File: config.mk
export PLATFORM = sky130hd
export DESIGN_NAME = csr_unit_top
export DESIGN_NICKNAME = d
export VERILOG_FILES = /design/src/common/csr_pkg.sv /design/src/csr/csr_op_unit.sv /design/src/csr/csr_regfile.sv /design/src/design/csr_unit_top.sv /design/src/design/irq_arbiter.sv
export SDC_FILE = /design/constraint.sdc
export NUM_CORES = 1
export LEC_CHECK = 0
export ABC_AREA = 1
export BUFFER_PORTS_ARGS = -buffer_cell sky130_fd_sc_hd__buf_4
export CORE_MARGIN = 2
export CORE_UTILIZATION = 50
export CTS_BUF_LIST = sky130_fd_sc_hd__clkbuf_4 sky130_fd_sc_hd__clkbuf_8 sky130_fd_sc_hd__clkbuf_16
export DETAILED_ROUTE_END_ITERATION = 8
export GPL_ROUTABILITY_DRIVEN = 0
export PLACE_DENSITY = 0.7
export SKIP_LAST_GASP = 1
export SLEW_MARGIN = 0
export SYNTH_ARGS = -nofsm -noshare
export SYNTH_HDL_FRONTEND = slang
export SYNTH_SLANG_ARGS = --single-unit
File: constraint.sdc
create_clock -name clk_i -period 2 [get_ports clk_i]
set_input_delay 0 -clock clk_i [delete_from_list [all_inputs] [get_ports clk_i]]
set_output_delay 0 -clock clk_i [all_outputs]
set_load 0.01 [all_outputs]
File: src/common/csr_pkg.sv
package csr_pkg;

  //////////////////////////////////////////////////
  // Widths and types

  localparam int unsigned XLEN         = 32;
  localparam int unsigned CSR_ADDR_W   = 12;
  localparam int unsigned CSR_UIMM_W   = 5;
  localparam int unsigned MTVEC_BASE_W = 30;

  typedef logic [XLEN-1:0]       xlen_t;
  typedef logic [CSR_ADDR_W-1:0] csr_addr_t;
  typedef logic [CSR_UIMM_W-1:0] csr_uimm_t;
  typedef logic [2:0]            csr_op_t;     // Same encoding as funct3

  // Operation codes
  localparam csr_op_t CSR_OP_RW  = 3'd1;
  localparam csr_op_t CSR_OP_RS  = 3'd2;
  localparam csr_op_t CSR_OP_RC  = 3'd3;
  localparam csr_op_t CSR_OP_RWI = 3'd5;
  localparam csr_op_t CSR_OP_RSI = 3'd6;
  localparam csr_op_t CSR_OP_RCI = 3'd7;

  typedef struct packed {
    logic      en;
    csr_op_t   op;
    csr_addr_t addr;
    xlen_t     rs1;
    csr_uimm_t uimm;
  } csr_req_t;

  // Index 0 is software, 1 timer, 2 external
  typedef struct packed {
    logic       glb_en;  // mstatus.MIE
    logic [2:0] en;      // MEIE, MTIE, MSIE
    logic [2:0] pend;    // MEIP, MTIP, MSIP
  } csr_irq_state_t;

  //////////////////////////////////////////////////
  // Machine mode addresses

  localparam csr_addr_t CSR_ADDR_MVENDORID = 12'hF11;
  localparam csr_addr_t CSR_ADDR_MARCHID   = 12'hF12;
  localparam csr_addr_t CSR_ADDR_MIMPID    = 12'hF13;
  localparam csr_addr_t CSR_ADDR_MHARTID   = 12'hF14;
  localparam csr_addr_t CSR_ADDR_MSTATUS   = 12'h300;
  localparam csr_addr_t CSR_ADDR_MISA      = 12'h301;
  localparam csr_addr_t CSR_ADDR_MIE       = 12'h304;
  localparam csr_addr_t CSR_ADDR_MTVEC     = 12'h305;
  localparam csr_addr_t CSR_ADDR_MSCRATCH  = 12'h340;
  localparam csr_addr_t CSR_ADDR_MEPC      = 12'h341;
  localparam csr_addr_t CSR_ADDR_MCAUSE    = 12'h342;
  localparam csr_addr_t CSR_ADDR_MTVAL     = 12'h343;
  localparam csr_addr_t CSR_ADDR_MIP       = 12'h344;

  // Constant ID values
  localparam xlen_t CSR_VAL_MVENDORID = 32'h0000_0000;  // Non-commercial
  localparam xlen_t CSR_VAL_MARCHID   = 32'h0000_0000;
  localparam xlen_t CSR_VAL_MIMPID    = 32'h0000_0001;
  localparam xlen_t CSR_VAL_MISA      = 32'h4000_0100;  // MXL=1, I extension

  localparam logic [MTVEC_BASE_W-1:0] MTVEC_RST_BASE = 30'h0000_0020;  // Byte 0x80

  // Bit positions
  localparam int unsigned MSTATUS_MIE   = 3;
  localparam int unsigned MSTATUS_MPIE  = 7;
  localparam int unsigned IRQ_BIT_SW    = 3;   // mie and mip alike
  localparam int unsigned IRQ_BIT_TIMER = 7;
  localparam int unsigned IRQ_BIT_EXT   = 11;

  // Interrupt causes
  localparam xlen_t CAUSE_MSI = 32'h8000_0003;
  localparam xlen_t CAUSE_MTI = 32'h8000_0007;
  localparam xlen_t CAUSE_MEI = 32'h8000_000B;

endpackage

File: src/csr/csr_op_unit.sv
`timescale 1ns/1ps

module csr_op_unit (
  input  csr_pkg::csr_req_t req_i,
  input  csr_pkg::xlen_t    cur_i,    // Current value of the addressed CSR
  output logic              we_o,
  output csr_pkg::xlen_t    wdata_o
);
  import csr_pkg::*;

  xlen_t src;
  logic  src_nz;

  // funct3[2] selects the zero-extended immediate
  assign src    = req_i.op[2] ? xlen_t'(req_i.uimm) : req_i.rs1;
  assign src_nz = |src;

  //////////////////////////////////////////////////
  // Read-modify-write rule

  always_comb begin
    we_o    = 1'b0;
    wdata_o = cur_i;

    if (req_i.en) begin
      case (req_i.op)
        CSR_OP_RW, CSR_OP_RWI: begin
          we_o    = 1'b1;  // Always writes, even with x0
          wdata_o = src;
        end

        CSR_OP_RS, CSR_OP_RSI: begin
          we_o    = src_nz;  // Zero source only reads
          wdata_o = cur_i | src;
        end

        CSR_OP_RC, CSR_OP_RCI: begin
          we_o    = src_nz;
          wdata_o = cur_i & ~src;
        end

        default: begin
          // funct3 0 and 4 are not CSR ops, leave state alone
          we_o    = 1'b0;
          wdata_o = cur_i;
        end
      endcase
    end
  end

endmodule

File: src/csr/csr_regfile.sv
`timescale 1ns/1ps

module csr_regfile #(
  parameter int HART_ID = 0
) (
  input  logic                    clk_i,
  input  logic                    rstn_i,

  // Access port
  input  csr_pkg::csr_addr_t      addr_i,
  input  logic                    rd_en_i,
  input  logic                    we_i,
  input  csr_pkg::xlen_t          wdata_i,

  // Interrupt lines
  input  logic                    sw_irq_i,
  input  logic                    timer_irq_i,
  input  logic                    ext_irq_i,

  output csr_pkg::xlen_t          cur_o,
  output csr_pkg::xlen_t          rdata_o,
  output csr_pkg::csr_irq_state_t irq_state_o
);
  import csr_pkg::*;

  // mstatus
  logic mstatus_mie_q;   // Global interrupt enable
  logic mstatus_mpie_q;  // Previous MIE

  logic [MTVEC_BASE_W-1:0] mtvec_base_q;

  // Index 0 sw, 1 timer, 2 ext
  logic [2:0] mie_q;
  logic [2:0] mip_q;

  xlen_t mscratch_q;
  xlen_t mepc_q;
  xlen_t mcause_q;
  xlen_t mtval_q;

  // Assembled read layouts
  xlen_t mstatus_val;
  xlen_t mie_val;
  xlen_t mip_val;

  //////////////////////////////////////////////////
  // Read layouts

  always_comb begin
    mstatus_val               = '0;
    mstatus_val[MSTATUS_MIE]  = mstatus_mie_q;
    mstatus_val[MSTATUS_MPIE] = mstatus_mpie_q;

    mie_val                = '0;
    mie_val[IRQ_BIT_SW]    = mie_q[0];
    mie_val[IRQ_BIT_TIMER] = mie_q[1];
    mie_val[IRQ_BIT_EXT]   = mie_q[2];

    mip_val                = '0;
    mip_val[IRQ_BIT_SW]    = mip_q[0];
    mip_val[IRQ_BIT_TIMER] = mip_q[1];
    mip_val[IRQ_BIT_EXT]   = mip_q[2];
  end

  //////////////////////////////////////////////////
  // Read multiplexer

  always_comb begin
    case (addr_i)
      CSR_ADDR_MVENDORID: cur_o = CSR_VAL_MVENDORID;
      CSR_ADDR_MARCHID:   cur_o = CSR_VAL_MARCHID;
      CSR_ADDR_MIMPID:    cur_o = CSR_VAL_MIMPID;
      CSR_ADDR_MHARTID:   cur_o = xlen_t'(HART_ID);
      CSR_ADDR_MISA:      cur_o = CSR_VAL_MISA;
      CSR_ADDR_MSTATUS:   cur_o = mstatus_val;
      CSR_ADDR_MIE:       cur_o = mie_val;
      CSR_ADDR_MIP:       cur_o = mip_val;
      CSR_ADDR_MTVEC:     cur_o = {mtvec_base_q, 2'b00};  // Direct mode only
      CSR_ADDR_MSCRATCH:  cur_o = mscratch_q;
      CSR_ADDR_MEPC:      cur_o = mepc_q;
      CSR_ADDR_MCAUSE:    cur_o = mcause_q;
      CSR_ADDR_MTVAL:     cur_o = mtval_q;
      default:            cur_o = '0;  // Unknown address
    endcase
  end

  // Old value goes out one cycle after the request
  always_ff @(posedge clk_i) begin
    if (!rstn_i) begin
      rdata_o <= '0;
    end else if (rd_en_i) begin
      rdata_o <= cur_o;
    end
  end

  //////////////////////////////////////////////////
  // Write port

  always_ff @(posedge clk_i) begin
    if (!rstn_i) begin
      mstatus_mie_q  <= 1'b0;
      mstatus_mpie_q <= 1'b0;
      mtvec_base_q   <= MTVEC_RST_BASE;
      mie_q          <= '0;
      mscratch_q     <= '0;
      mepc_q         <= '0;
      mcause_q       <= '0;
      mtval_q        <= '0;
    end else if (we_i) begin
      case (addr_i)
        CSR_ADDR_MSTATUS: begin
          mstatus_mie_q  <= wdata_i[MSTATUS_MIE];
          mstatus_mpie_q <= wdata_i[MSTATUS_MPIE];
        end
        CSR_ADDR_MIE: begin
          mie_q <= {wdata_i[IRQ_BIT_EXT], wdata_i[IRQ_BIT_TIMER], wdata_i[IRQ_BIT_SW]};
        end
        CSR_ADDR_MTVEC:    mtvec_base_q <= wdata_i[XLEN-1:2];  // Mode bits stay zero
        CSR_ADDR_MSCRATCH: mscratch_q   <= wdata_i;
        CSR_ADDR_MEPC:     mepc_q       <= wdata_i;
        CSR_ADDR_MCAUSE:   mcause_q     <= wdata_i;
        CSR_ADDR_MTVAL:    mtval_q      <= wdata_i;
        default: begin
          // ID registers, mip and unknown addresses drop the write
        end
      endcase
    end
  end

  // Pending bits follow the lines with one cycle of delay
  always_ff @(posedge clk_i) begin
    if (!rstn_i) begin
      mip_q <= '0;
    end else begin
      mip_q <= {ext_irq_i, timer_irq_i, sw_irq_i};
    end
  end

  assign irq_state_o = '{glb_en: mstatus_mie_q, en: mie_q, pend: mip_q};

endmodule

File: src/design/csr_unit_top.sv
`timescale 1ns/1ps

module csr_unit_top #(
  parameter int HART_ID = 0
) (
  input  logic              clk_i,
  input  logic              rstn_i,
  input  csr_pkg::csr_req_t req_i,
  input  logic              sw_irq_i,
  input  logic              timer_irq_i,
  input  logic              ext_irq_i,
  output csr_pkg::xlen_t    rdata_o,
  output logic              irq_o,
  output csr_pkg::xlen_t    irq_cause_o
);
  import csr_pkg::*;

  xlen_t          cur;        // Addressed CSR, combinational
  logic           we;
  xlen_t          wdata;
  csr_irq_state_t irq_state;

  //////////////////////////////////////////////////
  // Instruction decode

  csr_op_unit csr_op_unit_inst (
    .req_i   (req_i),
    .cur_i   (cur),
    .we_o    (we),
    .wdata_o (wdata)
  );

  // Register storage
  csr_regfile #(
    .HART_ID (HART_ID)
  ) csr_regfile_inst (
    .clk_i       (clk_i),
    .rstn_i      (rstn_i),
    .addr_i      (req_i.addr),
    .rd_en_i     (req_i.en),
    .we_i        (we),
    .wdata_i     (wdata),
    .sw_irq_i    (sw_irq_i),
    .timer_irq_i (timer_irq_i),
    .ext_irq_i   (ext_irq_i),
    .cur_o       (cur),
    .rdata_o     (rdata_o),
    .irq_state_o (irq_state)
  );

  irq_arbiter irq_arbiter_inst (
    .irq_state_i (irq_state),
    .irq_o       (irq_o),
    .irq_cause_o (irq_cause_o)
  );

endmodule

File: src/design/irq_arbiter.sv
`timescale 1ns/1ps

module irq_arbiter (
  input  csr_pkg::csr_irq_state_t irq_state_i,
  output logic                    irq_o,
  output csr_pkg::xlen_t          irq_cause_o
);
  import csr_pkg::*;

  logic [2:0] active;  // Enabled and pending
  logic       any_active;

  assign active     = irq_state_i.pend & irq_state_i.en;
  assign any_active = |active;

  // Global enable gates the whole request
  assign irq_o = irq_state_i.glb_en & any_active;

  //////////////////////////////////////////////////
  // Priority select

  // External first, then software, then timer
  always_comb begin
    irq_cause_o = '0;

    if (irq_o) begin
      if (active[2]) begin
        irq_cause_o = CAUSE_MEI;
      end else if (active[0]) begin
        irq_cause_o = CAUSE_MSI;
      end else begin
        irq_cause_o = CAUSE_MTI;  // Only timer is left
      end
    end
  end

endmodule

# Yosys cells after proc, flatten, opt, wreduce, memory -nomap -nowiden
# Index checks and enable logic that the tools add are counted.
[totals] input_bits=58 reg_bits=198 word_cells=53 output_inout_bits=65
[op_classes] eq_ne=16 n_bitwise=5 reduce_logical=13 muxes=9
[op_table] operator="32-bit case mux with 10 select lines" n=1
[op_table] operator="32-bit 2-to-1 mux" n=4
[op_table] operator="12-bit by 10-bit equality test with 1-bit output, second input constant" n=9
[op_table] operator="32-bit case mux with 3 select lines" n=1
[op_table] operator="32-bit AND" n=1
[op_table] operator="32-bit NOT" n=1
[op_table] operator="32-bit bitwise OR" n=1
[op_table] operator="32-bit OR reduction" n=1
[op_table] operator="2-bit AND reduction" n=7
[op_table] operator="12-bit equality test, second input constant" n=1
[op_table] operator="3-bit equality test, second input constant" n=3
[op_table] operator="3-bit by 2-bit equality test with 1-bit output, second input constant" n=2
[op_table] operator="2-bit OR reduction" n=3
[op_table] operator="4-bit OR reduction" n=1
[op_table] operator="3-bit AND" n=1
[op_table] operator="3-bit by 1-bit equality test with 1-bit output, second input constant" n=1
[op_table] operator="3-bit 2-to-1 mux" n=1
[op_table] operator="3-bit OR reduction" n=1
[op_table] operator="1-bit case mux with 2 select lines" n=1
[op_table] operator="1-bit AND" n=1
[op_table] operator="1-bit 2-to-1 mux" n=1

# Logic depth before layout (Yosys ltp)
# Gate-level depths: netlist (run 1).
[depth] ltp_word=5 ltp_mapped=15 mapped_depth_nobuf=14

# By module
# From an unflattened synthesis (run 1), not the netlist that was laid out.
[unflattened] hier_cells=1563 area_unflattened_um2=10298.6
[by_module_without_submodules] module="csr_regfile" area_per_inst_um2=9006.1 seq_area_each_um2=3963.8 n_inst=1 cells_each=1316
[by_module_without_submodules] module="csr_op_unit" area_per_inst_um2=1016.0 seq_area_each_um2=0.0 n_inst=1 cells_each=206
[by_module_without_submodules] module="irq_arbiter" area_per_inst_um2=276.5 seq_area_each_um2=0.0 n_inst=1 cells_each=41

# Worst setup path before layout (run 1)
# OpenSTA, ideal clock, no wires.
[synth_path] path_type="input to register" start="input req_i[51] (netlist bit)" end="register csr_regfile_inst.mtvec_base_q[9]" arrival_ns=1.356 t_required_ns=1.888 setup_slack_ns=0.532 stages=15 n_path_buf=4 cell_sequence="buf_4 > inv_2 > buf_6 > nand2_1 > nand2_1 > nor2_1 > nand3_1 > nor2_1 > nand3_2 > nand3_2 > buf_6 > buf_6 > nand2_1 > nand2_1 > nor2_1"
[synth_via] elab_chain_len=5 word_cells_on_any_way=20 classes_between="eq/ne (6); mux (5); bitwise (3); reduce/logical (6)"
[synth_rtl] item="from (decl)" line_no="csr_unit_top.sv:8" rtl="input csr_pkg::csr_req_t req_i,"
[synth_rtl] item="32-bit 2-to-1 mux (tied with other cells)" line_no="csr_op_unit.sv:15" rtl="assign src = req_i.op[2] ? xlen_t'(req_i.uimm) : req_i.rs1;"
[synth_rtl] item="32-bit OR reduction (tied with other cells)" line_no="csr_op_unit.sv:16" rtl="assign src_nz = |src;"
[synth_rtl] item="1-bit case mux with 2 select lines or 32-bit AND (tied branches)" line_no="csr_op_unit.sv:26, csr_op_unit.sv:39"
[synth_rtl] item="1-bit 2-to-1 mux or 32-bit case mux with 3 select lines (tied branches)" line_no="csr_op_unit.sv:25, csr_op_unit.sv:26"
[synth_rtl] item="2-bit AND reduction (no line) or 32-bit 2-to-1 mux (tied branches)"
[synth_rtl] item="to (signal assigned)" line_no="csr_regfile.sv:118" rtl="CSR_ADDR_MTVEC: mtvec_base_q <= wdata_i[XLEN-1:2];"
[synth_rtl] item="to (decl)" line_no="csr_regfile.sv:30" rtl="logic [MTVEC_BASE_W-1:0] mtvec_base_q;"
# Several ways; a longest one is shown, not always the timed one.
# A chain may end at the register's enable or synchronous reset.

# Worst setup path in the final report (run 1)
[layout_path] start="input req_i[51] (netlist bit)" end="register csr_regfile_inst.mepc_q[4]"
[layout_via] elab_chain_len=5 word_cells_on_any_way=20 classes_between="eq/ne (6); mux (5); bitwise (3); reduce/logical (6)"
[layout_rtl] item="32-bit 2-to-1 mux (tied with other cells)" line_no="csr_op_unit.sv:15"
[layout_rtl] item="32-bit OR reduction (tied with other cells)" line_no="csr_op_unit.sv:16"
[layout_rtl] item="1-bit case mux with 2 select lines or 32-bit AND (tied branches)" line_no="csr_op_unit.sv:26, csr_op_unit.sv:39"
[layout_rtl] item="1-bit 2-to-1 mux or 32-bit case mux with 3 select lines (tied branches)" line_no="csr_op_unit.sv:25, csr_op_unit.sv:26"
[layout_rtl] item="2-bit AND reduction (no line) or 32-bit 2-to-1 mux (tied branches)"
[layout_rtl] item="to (signal assigned)" line_no="csr_regfile.sv:120" rtl="CSR_ADDR_MEPC: mepc_q <= wdata_i;"
[layout_rtl] item="to (decl)" line_no="csr_regfile.sv:37" rtl="xlen_t mepc_q;"
# Several ways; a longest one is shown, not always the timed one.

==> results of run 1 <==
-- path summary, 6_finish.rpt --
| kind | startpoint | endpoint | slack (ps) | cells past startpoint |
|---|---|---|---|---|
| min | req_i[50] | csr_regfile_inst.mepc_q[8] | 80 | 5 |
| min reg2reg | csr_regfile_inst.mtvec_base_q[5] | csr_regfile_inst.mtvec_base_q[5] | 480 | 2 |
| max | req_i[51] | csr_regfile_inst.mepc_q[4] | 360 | 10 |
| max reg2reg | csr_regfile_inst.mie_q[2] | csr_regfile_inst.mcause_q[11] | 590 | 8 |
-- routing by layer --
| layer | up-vias | global-route usage (%) | share of wire, % |
|---|---|---|---|
| met5 | - | 0 | 0 |
| met4 | 0 | 8.90 | 2.2 |
| met3 | 49 | 5.72 | 7.4 |
| met2 | 362 | 45.9 | 46 |
| met1 | 4675 | 37.9 | 44 |
| li1 | 5417 | - | - |
-- cells in the mapped netlist --
cell type and n:
nor3_1 4, inv_2 12, o31ai_1 1, a21oi_1 42, buf_1 16, nor2_2 1, nand2_1 545, o21ai_1 3
nor2_1 429, inv_1 249, o21bai_1 3, buf_4 36, clkinv_1 1, buf_8 1, o22ai_1 1, buf_6 6
o211ai_1 2, clkbuf_1 26, nor3b_1 1, nand3_1 81, nor3_2 1, dfxtp_1 198, nor2_4 2, buf_2 31
nand3_2 6, conb_1 1, o21ai_0 87, nand2_2 1, nand4_1 1
-- stage by stage --
step	cell area, sq um	power [mW]	hold WS, ps	setup WS, ps	setup TNS (ps)
after floorplan	10600	4.47	97.6	532	0
after detailed placement	11700	4.71	189	-54.5	-215
after CTS	12400	8.29	62.5	411	0
final	12400	8.29	81.5	359	0
after global placement	11700	4.70	185	16.1	0
after global routing	12400	8.56	128	157	0
-- kinds of logic (layout without fill, tap and decap cells) --
| group | after synthesis | after routing | synth area share, % |
|---|---|---|---|
| flops | 198 | 198 | 37.6 |
| buf+inv | 378 | 459 | 15.7 |
| other cells | 1 | 27 | 0.0356 |
| compound gates | 139 | 139 | 6.76 |
| simple gates | 1072 | 1072 | 39.9 |
-- tightest hold or removal path, cell delays in order --
cell	delay, ps
buf_4	90
nand2_1	50
nand2_1	60
a21oi_1	150
a21oi_1	140
-- cell type report --
type	instances	area (sq um)	share of cell area [%]
clock buffers	19	447	3.60
repair buffers	165	1470	11.8
multi-input cells	1238	5030	40.5
well taps	275	344	2.77
flip-flops and latches	198	3960	32.0
clock inverters	13	169	1.36
inverters	262	983	7.93
-- sequential cells by signal, summed over array words and instances, names as in the netlist, 3 cells and up --
name and cells:
csr_regfile_inst.mcause_q 32, csr_regfile_inst.mtval_q 32, csr_regfile_inst.mepc_q 32, csr_regfile_inst.mip_q 3, csr_regfile_inst.mtvec_base_q 30, csr_regfile_inst.mscratch_q 32, csr_regfile_inst.rdata_o 32, csr_regfile_inst.mie_q 3
-- cells in the final DEF, fill, tap and decap left out, drive strengths merged, types with 5 or more instances in the layout --
| master | instances |
|---|---|
| conb | 27 |
| nand3 | 87 |
| clkbuf | 19 |
| nand2 | 546 |
| a21oi | 42 |
| inv | 264 |
| nor3 | 5 |
| clkinv | 7 |
| buf | 158 |
| dlygate4sd3 | 7 |
| o21ai | 90 |
| nor2 | 432 |
| dfxtp | 198 |
-- what timing repair did --
| item | in CTS | in global routing |
|---|---|---|
| endpoints found under the setup margin | 0 | 0 |
| hold buffers | 7 | 0 |
| endpoints found under the hold margin | 17 | 0 |
| gates resized for setup | 0 | 0 |
-- report_power, final --
| group | switching [mW] | leakage [nW] | internal [mW] |
|---|---|---|---|
| logic | 0.413 | 4.90 | 0.231 |
| clock network | 1.62 | 0.302 | 2.03 |
| registers | 0.0203 | 1.60 | 3.97 |
| total | 2.06 | 6.80 | 6.24 |
==> out/qor.csv, run 1 <==
stage,metric,value,unit
synthesis,synth_seq_cells,198,
global_route,track_usage,28.3,%
critical_path,endpoint_kind,flip-flop,
synthesis,ys.warnings.count,0,
synthesis,yosysSeqAreaShare,37.6,%
floorplanning,placement_rows,53,
sta,min_period_over_period,82.1,%
sta,slew_headroom,16.2,%
floorplanning,dieArea,0.0222,sq mm
job,drv_cap,0,
place,place_inst,2131,
global_route,grt_pass1_wl,49000,um
status,status,"complete, no violations",
floorplanning,die_w,149,um
critical_path,path_class,in2reg,
floorplanning,coreArea,0.0208,sq mm
critical_path,cp_max_fo,38,
power_and_ir_drop,p_leak,6.80,nW
cells_and_area,antenna_cells,0,
detailed_routing,vias,10503,
global_route,grt_max_degree,151,
power_and_ir_drop,power.density,669,mW/mm^2
synthesis,ys_types,29,
detailed_routing,first_iter_violations,831,
sta,worst_slew_pin_slew,1260,ps
synthesis,syn-mean-instance-area,5.89,sq um
cells_and_area,nFillCells,2063,
cells_and_area,final_core_util,59.6,%
place,port_buffers,95,
clock_tree,clock_path_buffers,2,
synthesis,synth.area.top_cells,"dfxtp_1, nand2_1, nor2_1",
critical_path,worst-endpoint-required,2370,ps
global_route,grt_pass1_vias,9311,
detailed_routing,wl_per_cell,14.3,um
clock_tree,numCtsBuffers,17,
sta,setup_viol,0,
min_path,hp-class,in2reg,
global_route,antenna_found_initial,0,
sta,rsz0062_at_grt,false,
place,place_hpwl,20900,um
critical_path,max_stage_delay,470,ps
sta,slew_violations,0,
detailed_routing,via_per_inst,4.84,
sta,clock_skew,10.7,ps
detailed_routing,drc,0,
cells_and_area,nNetsFinal,1940,
critical_path,path_cells,"buf_4, inv_2, nand2_1, nand2_1, nor3_1, nand3_2, nand3_2, buf_12, inv_2, a21oi_1",
clock_tree,cts-root-buf,clkbuf_16,
power_and_ir_drop,ir_worst_vdd,0.569,mV
cells_and_area,drive_above_1_share,11.4,%
synthesis,synth_top_area_cell,dfxtp_1,
global_route,grt_overflow,0,
critical_path,slowest_stage,nor3_1,
clock_tree,cts_sinks,198,
critical_path,cp_top_family,simple AND/OR/NAND/NOR gates,
critical_path,start_kind,primary input,
sta,timing.final.hold_violations,0,
sta,clock.fmax,609,MHz
synthesis,synth_area,0.0105,sq mm
clock_tree,cts_tree,built,
detailed_routing,drtPass1Iterations,7,
cells_and_area,syn_to_final_growth,17.8,%
floorplanning,design.portCount,123,
floorplanning,die_h,149,um
critical_path,critPathBufInv,4,
detailed_routing,wl,31000,um
clock_tree,htreeDepth,4,
floorplanning,initial_utilization,50.6,%
detailed_routing,drtAntennaViolNets,0,
synthesis,syn_inst,1788,
clock_tree,clk_latency,450,ps
sta,period_needed,1640,ps
cells_and_area,fin_cells,2170,
synthesis,synth_top_area_share,37.6,%
clock_tree,clk_pin_slew,70,ps
critical_path,crit_arrival,2020,ps
clock_tree,cts_setup_buffers,0,
No activity file was read; power rests on OpenSTA's default activity.
==> run 2: changes to the inputs <==
- clock period: 2 -> 1.61 ns (I/O delays scaled with it)
==> out/qor.csv, run 2 (synthesis gave the netlist of run 1 again) <==
stage,metric,value,unit
status,status,"complete, no violations",
floorplanning,initial_utilization,50.6,%
min_path,min_path_cells,5,
job,drv_cap,0,
critical_path,worst-endpoint-required,1970,ps
clock_tree,numCtsBuffers,17,
sta,period_needed,1480,ps
sta,slew_violations,0,
detailed_routing,route.met3.wl,2180,um
floorplanning,die_w,149,um
detailed_routing,wl,30900,um
clock_tree,clk_latency,440,ps
floorplanning,placement_rows,53,
critical_path,timing.critical_path.mode_cell,nand2_1,
detailed_routing,wl_per_cell,13.8,um
floorplanning,design.portCount,123,
critical_path,endpoint_kind,flip-flop,
critical_path,cp_max_fo,7,
floorplanning,die_h,149,um
critical_path,r2r-end,csr_regfile_inst.mcause_q[3],
min_path,hp-class,in2reg,
cells_and_area,antenna_cells,0,
clock_tree,clk_pin_slew,80,ps
global_route,grt_pass1_vias,9472,
critical_path,path_cells,"nand3_1, nand2_1, nor2_1, nand2_1, nand2_1, nand2_1, nand2_1, a21oi_1",
detailed_routing,highest_layer,met4,
global_route,grt_overflow,0,
clock_tree,htreeDepth,4,
global_route,grt_pass1_wl,48900,um
cells_and_area,final_common_cell,nand2_1,
detailed_routing,drtPass1Iterations,8,
cells_and_area,final_cell_mix,"nand2_1, nor2_1, inv_1",
place,place_hpwl,22100,um
sta,worst_slew_pin_slew,893,ps
critical_path,slowest_stage,dfxtp_1,
sta,clock.fmax,678,MHz
critical_path,rrSetupSlack,130,ps
sta,slew_headroom,40.4,%
sta,holdWs,57.9,ps
min_path,min_from,req_i[50],
cells_and_area,syn_to_final_growth,23.4,%
place,port_buffers,95,
critical_path,r2r_cells,8,
clock_tree,cts_tree,built,
critical_path,crit_arrival,1830,ps
critical_path,path_class,reg2reg,
sta,setup_tns,0,ps
cells_and_area,fin_cells,2236,
global_route,grt_max_degree,81,
critical_path,start_kind,flip-flop,
sta,setup_viol,0,
critical_path,max_stage_delay,360,ps
power_and_ir_drop,power.density,781,mW/mm^2
sta,timing.final.hold_violations,0,
sta,rsz0062_at_grt,false,
power_and_ir_drop,total_power,10.1,mW
critical_path,worstReg2RegStart,csr_regfile_inst.mcause_q[3],
power_and_ir_drop,ir_worst_vdd,0.769,mV
cells_and_area,drive_above_1_share,14.7,%
detailed_routing,via_per_inst,4.84,
floorplanning,dieArea,0.0222,sq mm
detailed_routing,met1_length,13800,um
detailed_routing,drc,0,
cells_and_area,nNetsFinal,2006,
place,place_inst,2200,
global_route,antenna_found_initial,0,
floorplanning,coreArea,0.0208,sq mm
clock_tree,cts-root-buf,clkbuf_16,
sta,min_period_over_period,91.7,%
clock_tree,cts_sinks,198,
detailed_routing,first_iter_violations,790,
sta,clock_skew,11.9,ps
power_and_ir_drop,p_leak,7.14,nW
clock_tree,clock_path_buffers,2,
global_route,track_usage,28.1,%
min_path,hold_end,csr_regfile_inst.mtvec_base_q[6],
detailed_routing,drtAntennaViolNets,0,
detailed_routing,vias,10814,
detailed_routing,wl_met2,14000,um
[run 2: changes by cell type in the layout (fill, tap and decap cells not counted), sizes merged]
cell         previous run  this run
inv                   264       269
clkinv                  7         1
bufinv                  3         1
clkinvlp                1         4
dlygate4sd3             7         4
buf                   158       227
[run 2: layer usage]
metal | global-route usage, % | vias to the layer above
met2 | 45.5 | 378
met3 | 4.31 | 56
met1 | 38.4 | 4816
met4 | 9.33 | 0
li1 | - | 5564
met5 | 0 | -
[run 2: per-stage QoR]
| stage | util, % | area [sq um] | worst slack, ps |
|---|---|---|---|
| 2_1_floorplan | - | 10600 | 142 |
| 3_3_place_gp | 59.4 | 12400 | -247 |
| 3_5_place_dp | 59.4 | 12400 | -268 |
| 4_1_cts | 62.3 | 13000 | 42.1 |
| 5_1_grt | 62.4 | 13000 | 15.8 |
| 6_report | 62.4 | 13000 | 134 |
[run 2: repair_timing]
item | CTS | global route
setup endpoints to repair | 0 | 17
endpoints found under the hold margin | 24 | 0
buffers inserted | 0 | 0
hold buffers | 4 | 0
gates resized for setup | 0 | 6
[run 2: worst max path at each step]
stage	to	slack, ps	cells past startpoint	startpoint
after floorplan	csr_regfile_inst.mtvec_base_q[9]	140	15	req_i[51]
after global placement	csr_regfile_inst.mcause_q[4]	-250	13	req_i[42]
after detailed placement	csr_regfile_inst.mscratch_q[15]	-270	13	req_i[51]
after CTS	irq_cause_o[1]	40	5	csr_regfile_inst.mie_q[2]
after global routing	csr_regfile_inst.mtvec_base_q[7]	20	14	req_i[44]
final	csr_regfile_inst.mcause_q[3]	130	8	csr_regfile_inst.mcause_q[3]
[run 2: critical path, delay by kind of cell (launching register included)]
| kind | cells | cell delay [ps] |
|---|---|---|
| flops | 1 | 360 |
| simple gates | 7 | 800 |
| compound gates | 1 | 240 |
[run 2: area by class of cell]
cell class                 count  area, sq um
inverter                     262          983
tap                          275          344
clock inverter                13          138
clock buffer                  19          440
timing repair buffer         231         2080
fill                        1989         7830
sequential                   198         3960
multi-input combinational   1238         5050
[run 2: power by group]
part / total [mW] / switching [mW] / internal, mW
logic: 0.897 / 0.532 / 0.365
clock network: 4.29 / 2.07 / 2.23
registers: 4.96 / 0.0224 / 4.94
==> run 3: changes to the inputs <==
==> constraint.sdc (replaced) <==
create_clock -name clk_i -period 1.61 [get_ports clk_i]
set_input_delay 0 -clock clk_i [delete_from_list [all_inputs] [get_ports clk_i]]
set_output_delay 0 -clock clk_i [all_outputs]
set_load 0.1 [all_outputs]
==> out/qor.csv, run 3 (synthesis gave the netlist of run 1 again) <==
stage,metric,value,unit
status,status,"complete, no violations",
sta,clock_skew,10.6,ps
clock_tree,htreeDepth,4,
critical_path,worst-endpoint-required,1610,ps
sta,slew_violations,0,
detailed_routing,via_per_inst,4.87,
global_route,antenna_found_initial,0,
cells_and_area,final_cell_mix,"nand2_1, nor2_1, inv_1",
detailed_routing,wl,31600,um
cells_and_area,nNetsFinal,2009,
detailed_routing,drtAntennaViolNets,0,
sta,worst_slew_pin_slew,560,ps
sta,min_period_over_period,98.2,%
clock_tree,clock_path_buffers,2,
cells_and_area,nFillCells,1968,
clock_tree,cts-root-buf,clkbuf_16,
clock_tree,numCtsBuffers,17,
cells_and_area,fin_cells,2239,
min_path,hp-class,in2reg,
sta,setup_tns,0,ps
critical_path,rrSetupSlack,90,ps
detailed_routing,drc,0,
floorplanning,coreArea,0.0208,sq mm
sta,slew_headroom,62.7,%
cells_and_area,final_core_util,62.3,%
sta,setup_viol,0,
clock_tree,cts_sinks,198,
critical_path,crit_arrival,1580,ps
job,drv_cap,0,
floorplanning,die_w,149,um
power_and_ir_drop,ir_worst_vdd,0.745,mV
clock_tree,cts_tree,built,
floorplanning,placement_rows,53,
floorplanning,dieArea,0.0222,sq mm
place,port_buffers,95,
power_and_ir_drop,power.density,809,mW/mm^2
cells_and_area,stdcell_area,0.0130,sq mm
sta,rsz0062_at_grt,true,
place,place_inst,2198,
sta,period_needed,1580,ps
sta,worst_slack,28.4,ps
power_and_ir_drop,p_leak,7.11,nW
global_route,grt_max_degree,81,
detailed_routing,first_iter_violations,794,
global_route,track_usage,28.7,%
clock_tree,clk_pin_slew,80,ps
cells_and_area,antenna_cells,0,
critical_path,endpoint_kind,output pin,
global_route,met3_usage,4.43,%
global_route,grt_pass1_wl,50200,um
global_route,top_usage_layer,met2,
clock_tree,clk_latency,440,ps
critical_path,cp_max_fo,3,
floorplanning,initial_utilization,50.6,%
place,place_hpwl,21900,um
global_route,grt_use_met2,46.0,%
detailed_routing,drtPass1Iterations,7,
place,place_ws,-448,ps
critical_path,path_class,reg2out,
global_route,use_met1,39.1,%
cells_and_area,drive_above_1_share,15.2,%
sta,timing.final.hold_violations,0,
cells_and_area,final_common_cell,nand2_1,
place,place_area,0.0123,sq mm
global_route,grt_pass1_vias,9739,
floorplanning,die_h,149,um
cells_and_area,syn_to_final_growth,23.2,%
floorplanning,design.portCount,123,
critical_path,start_kind,flip-flop,
global_route,grt_overflow,0,
sta,clock.fmax,632,MHz
detailed_routing,wl_per_cell,14.1,um
detailed_routing,vias,10911,
[run 3: worst paths after layout]
path / depth (start not counted) / start / to
worst max register to register: 6 / csr_regfile_inst.mtval_q[8] / csr_regfile_inst.mcause_q[8]
worst min-delay path: 4 / req_i[52] / csr_regfile_inst.rdata_o[0]
worst max-delay path: 5 / csr_regfile_inst.mip_q[2] / irq_cause_o[3]
worst min register to register: 2 / csr_regfile_inst.rdata_o[25] / csr_regfile_inst.rdata_o[25]
[run 3: routing by layer]
metal  part of all wire (%)  vias to the layer above  wire, um
met3                    7.2                       65      2260
met2                     46                      426     14400
met1                     44                     4848     14000
met5                      0                        -         0
li1                       -                     5572         -
met4                    2.9                        0       905
[run 3: repair_timing]
item                                    4_1_cts  5_1_grt
endpoints found under the setup margin        7      122
hold buffers                                  7        0
resized for setup                            13        9
setup buffers                                 0        2
pin swaps                                     0        3
hold endpoints to repair                     18        0
[run 3: critical path: stages, from the launching register on]
cell and delay (ps):
dfxtp_2 350, inv_2 50, o21ai_2 180, o21ai_2 120
nor3_2 190, buf_6 250
[run 3: area by class of cell]
class	count	area [sq um]	area share, %
Timing Repair Buffer	234	2050	15.8
Multi-Input combinational cell	1238	5060	39.0
Clock inverter	13	116	0.897
Sequential cell	198	3970	30.6
Clock buffer	19	440	3.40
Tap cell	275	344	2.65
Inverter	262	983	7.58
[run 3: through the flow]
step	hold slack, ps	power, mW
floorplan	97.6	6.06
global placement	182	6.44
detailed placement	191	6.45
CTS	30.0	10.5
global route	83.6	10.8
finish	37.2	10.5
[run 3: power by group]
| group | internal [mW] | leakage, nW | switching, mW |
|---|---|---|---|
| Clock | 2.06 | 0.263 | 2.06 |
| Sequential | 4.94 | 1.60 | 0.0237 |
| Combinational | 0.361 | 5.24 | 1.04 |
| Total | 7.36 | 7.11 | 3.13 |
